**config.mk**
```make
export PLATFORM = sky130hd
export DESIGN_NAME = trace_top
export DESIGN_NICKNAME = d
export VERILOG_FILES = /design/src/source/trace_pkg.sv /design/src/source/trace_router.sv /design/src/source/trace_assembler.sv /design/src/source/trace_arbiter.sv /design/src/source/trace_top.sv
export SDC_FILE = /design/constraint.sdc
export NUM_CORES = 1
export LEC_CHECK = 0
export ABC_AREA = 1
export BUFFER_PORTS_ARGS = -buffer_cell sky130_fd_sc_hd__clkbuf_2
export CORE_ASPECT_RATIO = 0.8
export CORE_UTILIZATION = 40
export CTS_BUF_LIST = sky130_fd_sc_hd__clkbuf_4
export DETAILED_ROUTE_END_ITERATION = 16
export PLACE_DENSITY_LB_ADDON = 0.25
export SYNTH_ARGS = -nofsm -noshare
export SYNTH_HDL_FRONTEND = slang
export SYNTH_SLANG_ARGS = --single-unit
```
**constraint.sdc**
```tcl
create_clock -name tcb -period 18.77 [get_ports tcb]
set_input_delay 3.754 -clock tcb [delete_from_list [all_inputs] [get_ports tcb]]
set_output_delay 3.754 -clock tcb [all_outputs]
set_load 0.05 [all_outputs]
```
**src/source/trace_pkg.sv**
```systemverilog
// trace unit package: widths, bus phase codes, bus/event/record structs
package trace_pkg;

////////////////////
// sizes

    localparam int xlen   = 32;  // data and address width
    localparam int n_hart = 4;   // harts sharing the bus, one lane each
    localparam int hart_w = 2;   // hart id width
    localparam int widx_w = 5;   // gpr index width
    localparam int drop_w = 8;   // per-lane drop counter width

////////////////////
// encodings

    // bus phase codes, as driven by the core FSM
    typedef enum logic [2:0] {
        ph_if  = 3'b000,  // instruction fetch
        ph_mld = 3'b001,  // memory load
        ph_mst = 3'b010,  // memory store
        ph_exe = 3'b011,  // execute, branch condition only
        ph_wb  = 3'b100,  // gpr write-back
        ph_rs1 = 3'b101,  // gpr read rs1
        ph_rs2 = 3'b110   // gpr read rs2
    } phase_e;

    // memory access carried by a record
    typedef enum logic [1:0] {
        ls_none  = 2'd0,
        ls_load  = 2'd1,
        ls_store = 2'd2
    } ls_kind_e;

////////////////////
// structs

    typedef struct packed {
        logic [hart_w-1:0] hart;  // requesting hart
        logic [2:0]        pha;   // raw phase code
        logic              wen;   // write enable
        logic [1:0]        siz;   // log2 of byte count
        logic [xlen-1:0]   adr;
        logic [xlen-1:0]   wdt;
    } bus_req_t;

    typedef struct packed {
        logic [xlen-1:0] rdt;  // read data, one cycle after the request
    } bus_rsp_t;

    // one observed transfer, request joined with its response
    typedef struct packed {
        logic [hart_w-1:0] hart;
        phase_e            pha;
        logic [xlen-1:0]   adr;
        logic [xlen-1:0]   wdt;
        logic [1:0]        siz;
        logic [xlen-1:0]   rdt;
    } tap_event_t;

    // one retired instruction
    typedef struct packed {
        logic [hart_w-1:0] hart;
        logic [xlen-1:0]   pc;
        logic [xlen-1:0]   ins;
        logic              wb_ena;  // gpr written
        logic [widx_w-1:0] wb_idx;
        logic [xlen-1:0]   wb_dat;
        ls_kind_e          ls_kind;
        logic [xlen-1:0]   ls_adr;
        logic [1:0]        ls_siz;
        logic [xlen-1:0]   ls_dat;  // store data or load data
    } trace_rec_t;

endpackage

```
**src/source/trace_router.sv**
```systemverilog
// bus tap router: joins each transfer with its response and steers it to a hart lane
`timescale 1ns/1ns

module trace_router
    import trace_pkg::*;
(
    input  logic              tcb,
    input  logic              rst_n,
    input  logic              bus_vld,
    input  logic              bus_rdy,
    input  bus_req_t          bus_req,
    input  bus_rsp_t          bus_rsp,
    output logic [n_hart-1:0] lane_vld,
    output tap_event_t        evt
);

    logic     trn;    // transfer this cycle
    logic     trn_q;  // transfer last cycle, response is on the bus now
    bus_req_t req_q;  // request of last transfer
    phase_e   pha;    // decoded phase

    assign trn = bus_vld & bus_rdy;

////////////////////
// request delay

    always_ff @(posedge tcb or negedge rst_n) begin
        if (!rst_n) begin
            trn_q <= 1'b0;
        end else begin
            trn_q <= trn;
        end
    end

    always_ff @(posedge tcb) begin
        if (trn) begin
            req_q <= bus_req;  // payload only
        end
    end

////////////////////
// decode and steer

    // unused code 3'b111 folds into exe, which no lane logs
    always_comb begin
        if (req_q.pha == 3'b111) begin
            pha = ph_exe;
        end else begin
            pha = phase_e'(req_q.pha);
        end
    end

    assign lane_vld = trn_q ? (n_hart'(1) << req_q.hart) : '0;  // one-hot per hart

    always_comb begin
        evt.hart = req_q.hart;
        evt.pha  = pha;
        evt.adr  = req_q.adr;
        evt.wdt  = req_q.wdt;
        evt.siz  = req_q.siz;
        evt.rdt  = bus_rsp.rdt;  // response belongs to the held request
    end

endmodule

```
**src/source/trace_assembler.sv**
```systemverilog
// per-hart record assembler: collects the phases of one instruction into a trace record
`timescale 1ns/1ns

module trace_assembler
    import trace_pkg::*;
(
    input  logic              tcb,
    input  logic              rst_n,
    input  logic              evt_vld,
    input  tap_event_t        evt,
    output logic              rec_vld,
    output trace_rec_t        rec,
    input  logic              rec_rdy,
    output logic [drop_w-1:0] drop_cnt
);

    logic       col_act;    // a record is being collected
    trace_rec_t cur;        // record under construction
    logic       slot_vld;   // output slot full
    trace_rec_t slot;       // output slot
    logic       is_if;      // fetch event for this hart
    logic       slot_free;  // slot empty or draining this cycle
    logic       push;       // finished record goes to slot
    logic       drop;       // finished record lost

    assign is_if     = evt_vld && (evt.pha == ph_if);
    assign slot_free = !slot_vld || rec_rdy;
    assign push      = is_if && col_act && slot_free;
    assign drop      = is_if && col_act && !slot_free;

////////////////////
// control

    always_ff @(posedge tcb or negedge rst_n) begin
        if (!rst_n) begin
            col_act  <= 1'b0;
            slot_vld <= 1'b0;
            drop_cnt <= '0;
        end else begin
            if (is_if) begin
                col_act <= 1'b1;  // first fetch only opens
            end
            if (push) begin
                slot_vld <= 1'b1;
            end else if (rec_rdy) begin
                slot_vld <= 1'b0;  // taken by arbiter
            end
            // saturating
            if (drop && (drop_cnt != '1)) begin
                drop_cnt <= drop_cnt + 1'b1;
            end
        end
    end

////////////////////
// record collection

    always_ff @(posedge tcb) begin
        if (push) begin
            slot <= cur;  // close previous instruction
        end
        if (evt_vld) begin
            case (evt.pha)
                ph_if: begin
                    // open new record, wb and ls fields cleared
                    cur <= '{hart: evt.hart, pc: evt.adr, ins: evt.rdt,
                             ls_kind: ls_none, default: '0};
                end
                ph_wb: begin
                    cur.wb_ena <= 1'b1;
                    cur.wb_idx <= evt.adr[6:2];  // gpr index from word address
                    cur.wb_dat <= evt.wdt;
                end
                ph_mld: begin
                    cur.ls_kind <= ls_load;
                    cur.ls_adr  <= evt.adr;
                    cur.ls_siz  <= evt.siz;
                    cur.ls_dat  <= evt.rdt;  // load data from response
                end
                ph_mst: begin
                    cur.ls_kind <= ls_store;
                    cur.ls_adr  <= evt.adr;
                    cur.ls_siz  <= evt.siz;
                    cur.ls_dat  <= evt.wdt;  // store data from request
                end
                default: begin
                    // rs1, rs2 and exe are not logged
                end
            endcase
        end
    end

    assign rec_vld = slot_vld;
    assign rec     = slot;

endmodule

```
**src/source/trace_arbiter.sv**
```systemverilog
// round-robin merge of lane records into one registered output stream
`timescale 1ns/1ns

module trace_arbiter
    import trace_pkg::*;
(
    input  logic              tcb,
    input  logic              rst_n,
    input  logic [n_hart-1:0] rec_vld,
    input  trace_rec_t        rec [n_hart],
    output logic [n_hart-1:0] rec_rdy,
    output logic              out_vld,
    output trace_rec_t        out_rec,
    input  logic              out_rdy
);

    logic              load;  // output register empty or draining
    logic              any;   // some lane has a record
    logic [hart_w-1:0] sel;   // granted lane
    logic [hart_w-1:0] last;  // previous winner
    logic [hart_w-1:0] idx;   // search position

    assign load = !out_vld || out_rdy;

////////////////////
// grant

    // search starts one past the last winner, wraps at n_hart
    always_comb begin
        any = 1'b0;
        sel = last;
        idx = last;
        for (int i = 1; i <= n_hart; i++) begin
            idx = hart_w'(last + i);
            if (!any && rec_vld[idx]) begin
                any = 1'b1;
                sel = idx;
            end
        end
    end

    always_comb begin
        rec_rdy = '0;
        if (load && any) begin
            rec_rdy[sel] = 1'b1;  // one lane at most
        end
    end

////////////////////
// output register

    always_ff @(posedge tcb or negedge rst_n) begin
        if (!rst_n) begin
            out_vld <= 1'b0;
            last    <= hart_w'(n_hart - 1);  // lane 0 wins first
        end else if (load) begin
            out_vld <= any;
            if (any) begin
                last <= sel;
            end
        end
    end

    always_ff @(posedge tcb) begin
        if (load && any) begin
            out_rec <= rec[sel];
        end
    end

endmodule

```
**src/source/trace_top.sv**
```systemverilog
// trace unit top: bus tap router, per-hart assemblers and output arbiter
`timescale 1ns/1ns

module trace_top
    import trace_pkg::*;
(
    input  logic                           tcb,
    input  logic                           rst_n,
    input  logic                           bus_vld,
    input  logic                           bus_rdy,
    input  bus_req_t                       bus_req,
    input  bus_rsp_t                       bus_rsp,
    output logic                           out_vld,
    output trace_rec_t                     out_rec,
    input  logic                           out_rdy,
    output logic [n_hart-1:0][drop_w-1:0] drop_cnt
);

    logic [n_hart-1:0] lane_vld;  // one-hot event valid
    tap_event_t        evt;       // shared by all lanes
    logic [n_hart-1:0] rec_vld;
    logic [n_hart-1:0] rec_rdy;
    trace_rec_t        rec [n_hart];

    trace_router u_router (
        .tcb      (tcb),
        .rst_n    (rst_n),
        .bus_vld  (bus_vld),
        .bus_rdy  (bus_rdy),
        .bus_req  (bus_req),
        .bus_rsp  (bus_rsp),
        .lane_vld (lane_vld),
        .evt      (evt)
    );

    // one assembler per hart
    for (genvar g = 0; g < n_hart; g++) begin : g_lane
        trace_assembler u_asm (
            .tcb      (tcb),
            .rst_n    (rst_n),
            .evt_vld  (lane_vld[g]),
            .evt      (evt),
            .rec_vld  (rec_vld[g]),
            .rec      (rec[g]),
            .rec_rdy  (rec_rdy[g]),
            .drop_cnt (drop_cnt[g])
        );
    end

    trace_arbiter u_arb (
        .tcb     (tcb),
        .rst_n   (rst_n),
        .rec_vld (rec_vld),
        .rec     (rec),
        .rec_rdy (rec_rdy),
        .out_vld (out_vld),
        .out_rec (out_rec),
        .out_rdy (out_rdy)
    );

endmodule

```
# Word-level counts from Yosys, hierarchy flattened

Index checks and enable logic that the tools add are counted.

Word-level logic and storage cells: 232
Register bits after elaboration: 1663

Bitwise logic cells: 2
Shift-type cells: 1
Add/subtract/negate cells: 8
Equal/unequal tests: 8
$lt $le $gt $ge: 7
Muxes and demuxes: 34
Reductions and logical operators: 62

Operator list:

| cell                                                        | number |
|---|---|
| binary-select mux 172 bit (select 2 bit)                    | 1 |
| 2-to-1 mux 172 bit                                          | 2 |
| case mux 68 bit (3 select lines)                            | 1 |
| case mux 38 bit (2 select lines)                            | 1 |
| adder 8 x 1 -> 8 bit (second input constant)                | 4 |
| inequality test 8 bit (second input constant)               | 4 |
| AND reduction 2 bit                                         | 13 |
| logical AND 1 bit                                           | 25 |
| 2-to-1 mux 1 bit                                            | 17 |
| less-than comparator 2 x 3 -> 1 bit (second input constant) | 5 |
| logical NOT 1 bit                                           | 12 |
| nonzero test 2 bit                                          | 5 |
| binary-select mux 1 bit (select 2 bit)                      | 4 |
| 2-to-1 mux 2 bit                                            | 4 |
| 2-to-1 mux 4 bit                                            | 2 |
| == test 3 bit (second input constant)                       | 2 |
| logical OR 1 bit                                            | 5 |
| adder 2 x 1 -> 2 bit (second input constant)                | 2 |
| adder 2 bit (second input constant)                         | 2 |
| left shift 1 x 2 -> 4 bit (first input constant)            | 1 |
| == test 3 x 1 -> 1 bit (second input constant)              | 1 |
| == test 3 x 2 -> 1 bit (second input constant)              | 1 |
| >= comparator 3 bit (second input constant)                 | 1 |
| logical NOT 3 bit                                           | 1 |
| other kinds (6)                                             | 6 |

# Logic depth before layout (Yosys ltp)

Gate-level depths: netlist of the first run.

Depth in word-level cells: 22
Depth in mapped cells: 16
Depth with buffers taken out: 15

# Hierarchy

A second synthesis of the first run with hierarchy kept.

Cell total of the unflattened synthesis: 4977
Area, all modules: 65412.7 sq um

Modules (own cells, without submodules):

| module          | cells each | sequential area each (sq um) | times used | area an instance (sq um) |
|---|---|---|---|---|
| trace_assembler | 661        | 10580.1                      | 4          | 11873.9 |
| trace_arbiter   | 2147       | 5242.5                       | 1          | 14955.6 |
| trace_router    | 186        | 2157.1                       | 1          | 2961.6 |

# Least setup slack after synthesis of the first run

Ideal clock, no wire load.

Path kind: input to register
Start point: input port out_rdy
End point: register g_lane[2].u_asm.slot (netlist bit g_lane[2].u_asm.rec[0]) (enable)
Arrival: 14.411 ns
Required time: 18.009 ns
Stages on the path: 6
Setup slack: 3.598 ns
Library setup time: 0.761 ns
Cells stage by stage: inv_1 -> nand2_1 -> nand2_2 -> inv_2 -> nand3_2 -> a21oi_1

Word-level cells in the longest chain between the ends: 5

Ends and longest elaborated chain:

| element                  | line                  | source |
|---|---|---|
| start: declaration       | trace_top.sv:15       | `input logic out_rdy,` |
| logical OR 1 bit         | trace_arbiter.sv:23   | `assign load = !out_vld \|\| out_rdy;` |
| logical AND 1 bit        | trace_arbiter.sv:44   | `if (load && any) begin` |
| 2-to-1 mux 4 bit         | trace_arbiter.sv:44   |  |
| logical OR 1 bit         | trace_assembler.sv:27 | `assign slot_free = !slot_vld \|\| rec_rdy;` |
| logical AND 1 bit        | trace_assembler.sv:28 | `assign push = is_if && col_act && slot_free;` |
| net g_lane[2].u_asm.push | trace_assembler.sv:23 | `logic push;` |
| end signal: assignment   | trace_assembler.sv:60 | `slot <= cur;` |
| end: declaration         | trace_assembler.sv:20 | `trace_rec_t slot;` |

The timed path passes the listed nets, and every way through them passes these cells.
A chain may end at the register's enable or synchronous reset.

# Final worst setup path of the first run

Start point: input port out_rdy
End point: register g_lane[3].u_asm.slot (netlist bit g_lane[3].u_asm.rec[145]) (enable)

Word-level cells in the longest chain between the ends: 5

Ends and longest elaborated chain:

| element                  | line |
|---|---|
| logical OR 1 bit         | trace_arbiter.sv:23 |
| logical AND 1 bit        | trace_arbiter.sv:44 |
| 2-to-1 mux 4 bit         | trace_arbiter.sv:44 |
| logical OR 1 bit         | trace_assembler.sv:27 |
| logical AND 1 bit        | trace_assembler.sv:28 |
| net g_lane[3].u_asm.push | trace_assembler.sv:23 |
| end signal: assignment   | trace_assembler.sv:60 |
| end: declaration         | trace_assembler.sv:20 |

The timed path passes the listed nets, and every way through them passes these cells.

==> results.md, run 1 <==
* Hold depth at 0
* Area delta synth->final at 14.6%
* Total of fill cells in the finished design at 12500
* Yosys top cell by area: edfxtp_1
* Clk buf depth at 4
* WL/cell at 23.1 µm
* GR Overflow Total at 0
* Worst EP required at 19.53 ns
* Initial antenna violation count at 16
* Worst setup path startpoint: out_rdy
* Site row count at 124
* Post-route ant nets at 0
* R2R setup slack at 13.60 ns
* CP Class: in -> reg
* Hpwl dp at 77000 µm
* #FFs+latches synth at 1663
* Post-synth top area share at 83.8%
* # port buffers at 312
* CTS tree: yes
* Root buf cell: clkbuf_4
* CP max FO at 117
* Maximum VDD drop at 166 µV
* Placeable Area at 143000 µm²
* Max_slew headroom at 4.24%
* Power Internal at 0.00670 W
* CP peak stage delay at 0.74 ns
* RR Startpoint: u_arb.last[0]
* DIE AREA at 147000 µm²
* Util after Layout at 46.4%
* Detailed Route Iter0 Violations at 2397
* Die H at 343 µm
* Min-delay src: g_lane[1].u_asm.cur[147]
* Fin. max-slew vios at 0
* Num CTS Buffers at 415
* Hold-fix buffers at CTS at 0
* Number of I/O pins at 314
* Combinational power share at 29.6%
* Switching Share at 37.6%
* Hold WC Path Type: reg -> reg
* Mean Syn Cell Area at 18.2 µm²
* Worst slew pin tran at 1.42 ns
* Total global-route track usage at 18.8%
* Unique masters post-synth at 40
* Cell family with most CP delay: buffers and inverters
* Worst skew pair latency at 1.26 ns
* Top cells by area, synth: edfxtp_1, nand3_1, o211ai_1
* Share of cells above drive strength 1 at 25.2%
* Commonest non-fill, non-tap cells in the layout: edfxtp_1, clkbuf_4, nand3_1
* Most common cell after layout, fill and taps aside: edfxtp_1
* Final-report hold violation count at 0
* Reg power frac at 43.9%
* Fin crit period at 6.56 ns
* CP dominant cell by count: buf_4
* Pleak at 21.8 nW
* Worst Hold End: g_lane[1].u_asm.rec[147]
* Postcts setup bufs at 0
* DRC errors left at 0
* DR pass1 iterations at 7
* Pwr Density at 161 nW/µm²
* Setup TNS at 0 ns
* Clock slew at reported path FFs at 0.06 ns
* Clock power frac at 26.5%
* Tcrit/Tclk final at 34.9%
* DR vias/cell at 4.97
* Worst path slowest cell: buf_4
* Critical-path cell list: clkbuf_2, inv_1, nand2_1, nand2_2, inv_8, buf_4, nand3_2, a21oi_4, buf_4, buf_12
* Min Hold Slack at 0.320 ns
* CP Launch Type: input port
* Yosys warnings at 0
* Unrepaired setup endpoints after global routing: no
* Psw at 0.00403 W
* Outcome: complete, no violations
* First-pass GRT wire length at 200000 µm
* Max-Cap Viols at 0
* Post-Syn Area at 58000 µm²
* Net Count, Synth at 3307
* CTS-repair resized insts at 0
* CTS H-tree lvls at 5
* Max Clk Rate at 0.152 GHz
* Largest net degree at the start of global routing at 122
* Worst flop-to-flop path endpoint: g_lane[2].u_asm.rec[108]
* Clock Sinks at 1663
* Nets@finish at 3932
* Worst path arrival time at 7.32 ns
* Register area share after synthesis at 85.7%
* Initial core utilization at 40.5%
* Routed wire length at 139000 µm
* Crit path buffers/inverters at 6
* GPL Wtd Cong at 0.791
* Vias in the first global route at 30200
* FF-to-FF path depth at 14
* Via count at 29800
* Setup-failing EPs final at 0
* Clock Skew at 0.127 ns
* Critical path capture point type: register
* Post-Syn Instances at 3194
* Tot Pwr at 0.0107 W
* Die Width at 428 µm
-- area by class of cell --
class                      instances  area, µm²  share of cell area (%)
clock buffer                     589       4420                    6.65
inverter                         121        474                   0.713
multi-input combinational       1261       7010                    10.5
timing repair buffer             357       1950                    2.93
sequential                      1663      49700                    74.8
antenna                           13       32.5                  0.0489
tap                             1890       2360                    3.56
clock inverter                   104        528                   0.794
-- worst max-delay path by stage --
stage | to | slack, ns | cells after the start
global route | g_lane[3].u_asm.rec[145] | 12.00 | 10
finish | g_lane[3].u_asm.rec[145] | 12.21 | 10
detailed placement | g_lane[3].u_asm.rec[108] | 10.85 | 10
floorplan | g_lane[2].u_asm.rec[0] | 3.60 | 6
CTS | g_lane[3].u_asm.rec[145] | 12.15 | 10
global placement | g_lane[3].u_asm.rec[108] | 10.92 | 10
-- per-stage QoR --
step | worst slack, ns | cells | area [µm²]
floorplan | 3.60 | 3194 | 58000
CTS | 12.15 | 5985 | 66500
global route | 12.00 | 5992 | 66500
detailed placement | 10.85 | 5292 | 61500
finish | 12.21 | 5998 | 66500
global placement | 10.92 | 5292 | 61500
-- sequential cells by signal, indices dropped and copies added (netlist names) --
name / count
g_lane.u_asm.col_act: 4
g_lane.u_asm.cur: 688
g_lane.u_asm.drop_cnt: 32
g_lane.u_asm.rec: 688
g_lane.u_asm.rec_vld: 4
u_arb.last: 2
u_arb.out_rec: 172
u_arb.out_vld: 1
u_router.evt: 68
u_router.req_q: 3
u_router.trn_q: 1
-- Yosys cell counts, drive strengths merged --
cell type and n:
clkbuf 11, nand2 169, nor4 1, o21ai 60
a21oi 5, o211ai 172, nand4 9, dfrtp 42
edfxtp 1619, xor2 11, nand3 531, a41oi 1
nor3 9, ha 4, or2 157, nor2 119
xnor2 11, dfstp 2, inv 120, clkinv 1
nand3b 1, nor3b 1, buf 138
-- metal layers --
metal  part of all wire (%)  global-route usage (%)
met4                    2.3                    7.03
met1                     43                    25.0
met5                  0.048                       0
met2                     48                    30.4
met3                    6.1                    4.35
-- power groups by stage --
stage          Clock (W)  Combinational, W  Sequential [W]
2_1_floorplan          0           0.00167         0.00544
3_3_place_gp           0           0.00319         0.00481
3_5_place_dp           0           0.00323         0.00481
4_1_cts          0.00293           0.00324         0.00473
5_1_grt          0.00310           0.00344         0.00474
6_report         0.00284           0.00318         0.00471
-- logic make-up (layout without fill, tap and decap cells) --
family / Yosys count / after routing / synth area share, %
AO/OA/AOI/OAI: 238 / 238 / 2.80
XOR/XNOR: 22 / 22 / 0.332
adder cells (fa/ha/maj): 4 / 4 / 0.0862
buffers and inverters: 270 / 1171 / 2.55
flip-flops: 1663 / 1663 / 85.7
other: 0 / 13 / 0
AND/OR/NAND/NOR: 997 / 997 / 8.55
(Power assumes the default switching activity.)
==> run 2: changes to the inputs <==
--- a/config.mk
+++ b/config.mk
@@ -5,7 +5,7 @@
 export SDC_FILE = /design/constraint.sdc
 export NUM_CORES = 1
 export LEC_CHECK = 0
-export ABC_AREA = 1
+export ABC_AREA = 0
 export BUFFER_PORTS_ARGS = -buffer_cell sky130_fd_sc_hd__clkbuf_2
 export CORE_ASPECT_RATIO = 0.8
 export CORE_UTILIZATION = 40
==> constraint.sdc (replaced) <==
create_clock -name tcb -period 5.3 [get_ports tcb]
set_input_delay 1.06 -clock tcb [delete_from_list [all_inputs] [get_ports tcb]]
set_output_delay 1.06 -clock tcb [all_outputs]
set_load 0.05 [all_outputs]
==> results.md, run 2 <==
* Cell family with most CP delay: simple AND/OR/NAND/NOR gates (was buffers and inverters)
* Maximum VDD drop at 438 µV (was 166 µV)
* DR vias/cell at 4.94 (was 4.97)
* Register area at 49700 µm² (unchanged)
* Pwr Density at 505 nW/µm² (was 161 nW/µm²)
* Site row count at 122 (was 124)
* Routed wire length at 127000 µm (was 139000 µm)
* CP Launch Type: register (was input port)
* Unrepaired setup endpoints after global routing: no (unchanged)
* Yosys warnings at 0 (unchanged)
* Yosys top cell by area: edfxtp_1 (unchanged)
* RR Startpoint: u_arb.last[1] (was u_arb.last[0])
* Initial antenna violation count at 20 (was 16)
* Mean Syn Cell Area at 25.6 µm² (was 18.2 µm²)
* Clock Sinks at 1663 (unchanged)
* Clock Skew at 0.115 ns (was 0.127 ns)
* #FFs+latches synth at 1663 (unchanged)
* GR Overflow Total at 0 (unchanged)
* Critical-path cell list: mux2i_1, nor2_1, nor3_4, buf_4, nand3_1, a21oi_4, buf_12 (was clkbuf_2, inv_1, nand2_1, nand2_2, inv_8, buf_4, nand3_2, a21oi_4, buf_4, buf_12)
* Worst Hold End: u_router.evt[35] (was g_lane[1].u_asm.rec[147])
* Critical path capture point type: register (unchanged)
* Net Count, Synth at 2294 (was 3307)
* Number of I/O pins at 314 (unchanged)
* R2R setup slack at 1.69 ns (was 13.60 ns)
* Fin. max-slew vios at 0 (unchanged)
* Num CTS Buffers at 411 (was 415)
* WL/cell at 24.8 µm (was 23.1 µm)
* CP peak stage delay at 0.78 ns (was 0.74 ns)
* Hpwl dp at 71700 µm (was 77000 µm)
* Nets@finish at 3117 (was 3932)
* Clock slew at reported path FFs at 0.06 ns (about the same)
* Root buf cell: clkbuf_4 (unchanged)
* Worst skew pair latency at 1.26 ns (about the same)
* Worst flop-to-flop path endpoint: g_lane[0].u_asm.rec[3] (was g_lane[2].u_asm.rec[108])
* Detailed Route Iter0 Violations at 1925 (was 2397)
* Die H at 336 µm (was 343 µm)
* Hold depth at 1 (was 0)
* CTS H-tree lvls at 5 (unchanged)
* Most common cell after layout, fill and taps aside: edfxtp_1 (unchanged)
* Area of the multi-input gates at 5940 µm² (was 7010 µm²)
* Outcome: complete, no violations (unchanged)
* Worst path slowest cell: a21oi_4 (was buf_4)
* Worst path arrival time at 4.44 ns (was 7.32 ns)
* Final-report hold violation count at 0 (unchanged)
* Hold WC Path Type: in -> reg (was reg -> reg)
* CP max FO at 35 (was 117)
* DIE AREA at 141000 µm² (was 147000 µm²)
* Initial core utilization at 40.3% (was 40.5%)
* Post-route ant nets at 0 (unchanged)
* Post-synth EDFFs at 1619 (unchanged)
* Pleak at 22.0 nW (was 21.8 nW)
* CP Class: reg -> reg (was in -> reg)
* Post-Syn Instances at 2181 (was 3194)
* # port buffers at 312 (unchanged)
* Die Width at 419 µm (was 428 µm)
* DRC errors left at 0 (unchanged)
* Post-Syn Area at 55700 µm² (was 58000 µm²)
* Total global-route track usage at 18.2% (was 18.8%)
* DP Area at 60400 µm² (was 61500 µm²)
* Total of fill cells in the finished design at 11500 (was 12500)
* Placeable Area at 138000 µm² (was 143000 µm²)
* Area delta synth->final at 18.7% (was 14.6%)
* Clk buf depth at 4 (unchanged)
* Top cells by area, synth: edfxtp_1, mux4_2, dfrtp_1 (was edfxtp_1, nand3_1, o211ai_1)
* Register area share after synthesis at 89.2% (was 85.7%)
* Crit path buffers/inverters at 2 (was 6)
* Worst EP required at 6.13 ns (was 19.53 ns)
* Largest net degree at the start of global routing at 104 (was 122)
* Max Clk Rate at 0.277 GHz
* Commonest cells in the netlist: edfxtp_1, mux4_2, and3_1 (was edfxtp_1, nand3_1, o211ai_1)
* Max_slew headroom at 25.4% (was 4.24%)
* Worst slew pin tran at 1.12 ns (was 1.42 ns)
* Max-Cap Viols at 0 (unchanged)
* DR pass1 iterations at 7 (unchanged)
* Post-synth top flop: edfxtp_1 (unchanged)
* Share of cells above drive strength 1 at 36.7% (was 25.2%)
* Fin crit period at 3.61 ns
* Setup-failing EPs final at 0 (unchanged)
* Commonest non-fill, non-tap cells in the layout: edfxtp_1, clkbuf_4, clkbuf_2 (was edfxtp_1, clkbuf_4, nand3_1)
* Tcrit/Tclk final at 68.2%
* Setup TNS at 0 ns (unchanged)
* Final instance area at 66200 µm² (was 66500 µm²)
* Most frequent cell after synthesis: edfxtp_1 (unchanged)
* Via count at 25300 (was 29800)
* First-pass GRT wire length at 182000 µm (was 200000 µm)
* Vias in the first global route at 27400 (was 30200)
* Unique masters post-synth at 49 (was 40)
* Async set-reset flop share out of synthesis at 2.65% (unchanged)
* Min-delay src: bus_req[1] (was g_lane[1].u_asm.cur[147])
* FF-to-FF path depth at 7 (was 14)
* GPL Wtd Cong at 0.756 (was 0.791)
* CTS tree: yes (unchanged)
* Post-synth top area share at 87.2% (was 83.8%)
[run 2: cell count changes in the layout (fill, tap and decap cells not counted), sizes merged, moves of 17 or more]
cell | before | now
nand3 | 531 | 9
mux4 | 0 | 172
o211ai | 172 | 0
or2 | 157 | 4
nand2 | 169 | 33
inv | 123 | 8
dlygate4sd3 | 0 | 96
nor2 | 119 | 24
o21ai | 60 | 5
and3 | 0 | 48
and2 | 0 | 37
clkinv | 97 | 64
a22o | 0 | 32
buf | 45 | 62
[run 2: area by class of cell]
class / count / share of cell area, %
Antenna cell: 8 / 0.0302
Clock buffer: 596 / 6.76
Clock inverter: 73 / 0.544
Inverter: 3 / 0.0416
Multi-Input combinational cell: 455 / 8.98
Sequential cell: 1663 / 75.1
Tap cell: 1860 / 3.52
Timing Repair Buffer: 470 / 5.01
[run 2: logic make-up (layout without fill, tap and decap cells)]
logic type,after synthesis,in the layout,share of synthesized area (%)
adders and majority gates,4,4,0.0898
AOI/OAI and AO/OA,55,55,0.799
DFF,1663,1663,89.2
buffers and inverters,63,1142,0.480
muxes,180,180,7.11
and+or+nand+nor,193,193,1.96
other,0,8,0
xor gates and xnor gates,23,23,0.361
[run 2: routing by layer]
metal | GRT usage (%) | wire length [µm]
met5 | 0 | 11
met4 | 6.50 | 2660
met3 | 4.08 | 7160
met2 | 30.6 | 65200
met1 | 23.3 | 52200
[run 2: stage by stage]
step / utilization [%] / setup WS (ns) / total power [W] / hold slack (ns) / cells
after floorplan: - / -1.21 / 0.0216 / 0.400 / 2181
after global placement: 43.7 / 1.53 / 0.0239 / 0.400 / 4355
after detailed placement: 43.7 / 1.50 / 0.0239 / 0.405 / 4355
after CTS: 47.8 / 1.60 / 0.0339 / 0.00483 / 5120
after global routing: 47.9 / 1.47 / 0.0348 / 0.0549 / 5124
final: 47.9 / 1.69 / 0.0334 / 0.147 / 5128
[run 2: worst max path at each step]
stage                             from                  endpoint  slack [ns]  cells past startpoint
global placement               out_rdy  g_lane[3].u_asm.rec[149]        1.53                      7
CTS                      u_arb.last[1]  g_lane[0].u_asm.rec[106]        1.60                      7
floorplan           u_router.req_q[68]    g_lane[2].u_asm.rec[0]       -1.21                      4
detailed placement             out_rdy  g_lane[3].u_asm.rec[150]        1.50                      7
finish                   u_arb.last[1]    g_lane[0].u_asm.rec[3]        1.69                      7
global route             u_arb.last[1]  g_lane[0].u_asm.rec[106]        1.47                      7
[run 2: repair_timing]
item | in CTS | in global routing
hold endpoints to repair | 218 | 0
gates resized for setup | 0 | 0
setup buffers | 0 | 0
hold buffers | 96 | 0
[run 2: report_power, final]
part	switching, W	leakage (nW)	internal, W	total, W
logic	0.00515	4.16	0.00216	0.00731
clock network	0.00468	2.91	0.00523	0.00991
registers	0.000482	14.9	0.0157	0.0162
==> run 3: changes to the inputs <==
==> constraint.sdc (replaced) <==
create_clock -name tcb -period 3.35 [get_ports tcb]
set_input_delay 0.67 -clock tcb [delete_from_list [all_inputs] [get_ports tcb]]
set_output_delay 0.67 -clock tcb [all_outputs]
set_load 0.05 [all_outputs]
==> results.md, run 3 (synthesis gave the netlist of run 2 again) <==
* Critical path capture point type: register (unchanged)
* Worst EP required at 4.29 ns (was 6.13 ns)
* Fin crit period at 2.89 ns (was 3.61 ns)
* DRC errors left at 0 (unchanged)
* Initial antenna violation count at 8 (was 20)
* CP peak stage delay at 0.62 ns (was 0.78 ns)
* Util after Layout at 48.7% (was 47.9%)
* Crit path buffers/inverters at 2 (unchanged)
* Num CTS Buffers at 412 (was 411)
* CP Launch Type: register (unchanged)
* Critical-path cell list: mux2i_1, nor2_1, nor3_4, buf_12, buf_4, mux4_2 (was mux2i_1, nor2_1, nor3_4, buf_4, nand3_1, a21oi_4, buf_12)
* Maximum VDD drop at 652 µV (was 438 µV)
* Unrepaired setup endpoints after global routing: no (unchanged)
* Fin. max-slew vios at 0 (unchanged)
* Clock Sinks at 1663 (unchanged)
* DR pass1 iterations at 5 (was 7)
* DR vias/cell at 4.92 (was 4.94)
* Hpwl dp at 70600 µm (was 71700 µm)
* Clock slew at reported path FFs at 0.07 ns (was 0.06 ns)
* Share of cells above drive strength 1 at 35.9% (was 36.7%)
* Postcts setup bufs at 0 (unchanged)
* Clk buf depth at 4 (unchanged)
* Hold WC Path Type: in -> async (was in -> reg)
* Max-Cap Viols at 0 (unchanged)
* Pwr Density at 791 nW/µm² (was 505 nW/µm²)
* CTS-repair resized insts at 0 (unchanged)
* Detailed Route Iter0 Violations at 2038 (was 1925)
* Outcome: complete, no violations (unchanged)
* Die H at 336 µm (unchanged)
* Worst path slowest cell: dfstp_2 (was a21oi_4)
* Hold-fix buffers at CTS at 175 (was 96)
* CP Class: reg -> reg (unchanged)
* CTS H-tree lvls at 5 (unchanged)
* Post-route ant nets at 0 (unchanged)
* Setup-failing EPs final at 0 (unchanged)
* Root buf cell: clkbuf_4 (unchanged)
* GR Overflow Total at 0 (unchanged)
* Nets@finish at 3222 (was 3117)
* Die Width at 419 µm (unchanged)
* Vias in the first global route at 28300 (was 27400)
* Routed wire length at 129000 µm (was 127000 µm)
* Fin cells at 5248 (was 5128)
* DIE AREA at 141000 µm² (unchanged)
* First-pass GRT wire length at 185000 µm (was 182000 µm)
* Tcrit/Tclk final at 86.3% (was 68.2%)
* Clock Skew at 0.117 ns (was 0.115 ns)
* Placeable Area at 138000 µm² (unchanged)
* Setup TNS at 0 ns (unchanged)
* Initial core utilization at 40.3% (unchanged)
* Worst slew pin tran at 1.15 ns (was 1.12 ns)
* Via count at 25800 (was 25300)
* Area delta synth->final at 20.8% (was 18.7%)
* Number of I/O pins at 314 (unchanged)
* DP Area at 60700 µm² (was 60400 µm²)
* WL/cell at 24.6 µm (was 24.8 µm)
* Total global-route track usage at 18.5% (was 18.2%)
* Site row count at 122 (unchanged)
* Commonest non-fill, non-tap cells in the layout: edfxtp_1, clkbuf_4, clkbuf_2 (unchanged)
* GPL Wtd Cong at 0.768 (was 0.756)
* Cell family with most CP delay: multiplexers (was simple AND/OR/NAND/NOR gates)
* CTS tree: yes (unchanged)
* Final-report hold violation count at 0 (unchanged)
* Max_slew headroom at 23.0% (was 25.4%)
* Worst path arrival time at 3.83 ns (was 4.44 ns)
* Largest net degree at the start of global routing at 92 (was 104)
* Final instance area at 67300 µm² (was 66200 µm²)
* Max Clk Rate at 0.346 GHz (was 0.277 GHz)
* Worst skew pair latency at 1.33 ns (was 1.26 ns)
* # port buffers at 312 (unchanged)
* Tot Pwr at 0.0532 W (was 0.0334 W)
* Placed Instances at 4380 (was 4355)
* CP max FO at 27 (was 35)
* Most common cell after layout, fill and taps aside: edfxtp_1 (unchanged)
* Pleak at 22.5 nW (was 22.0 nW)
[run 3: worst paths after layout]
path                                              start                          end  slack, ns  depth (start not counted)
worst max register to register            u_arb.last[1]            u_arb.out_rec[23]       0.46                          6
worst max-delay path                      u_arb.last[1]            u_arb.out_rec[23]       0.46                          6
worst min register to register  g_lane[2].u_asm.cur[17]      g_lane[2].u_asm.rec[17]       0.31                          0
max in group asynchronous                         rst_n  g_lane[3].u_asm.drop_cnt[2]       2.44                          2
min in group tcb                            bus_req[21]             u_router.evt[55]       0.16                          2
worst min-delay path                              rst_n  g_lane[2].u_asm.drop_cnt[0]       0.16                          2
[run 3: layout make-up]
cell class / instances / area [µm²]
clock buffers: 577 / 4330
flip-flops and latches: 1663 / 49700
well taps: 1860 / 2330
diodes: 12 / 30.0
repair buffers: 574 / 4420
fillers: 11400 / 71000
clock inverters: 104 / 493
inverters: 3 / 27.5
multi-input cells: 455 / 5960
[run 3: report_power, final]
group / internal, W / total (W) / switching, W
logic: 0.00373 / 0.0118 / 0.00809
clock network: 0.00810 / 0.0157 / 0.00764
registers: 0.0248 / 0.0257 / 0.000823
total: 0.0367 / 0.0532 / 0.0166
[run 3: stage by stage]
| stage | worst slack, ns | hold WS, ns |
|---|---|---|
| final | 0.459 | 0.160 |
| after global routing | 0.317 | -0.00681 |
| after CTS | 0.387 | 0.000394 |
| after detailed placement | 0.464 | 0.405 |
| after global placement | 0.512 | 0.400 |
| after floorplan | -3.16 | 0.374 |
[run 3: layer usage]
layer | vias up | GRT usage (%) | part of all wire [%]
li1 | 11200 | - | -
met1 | 13500 | 23.4 | 41
met2 | 946 | 30.8 | 50
met3 | 193 | 4.88 | 6.4
met4 | 2 | 6.55 | 2.1
met5 | - | 0 | 0.010
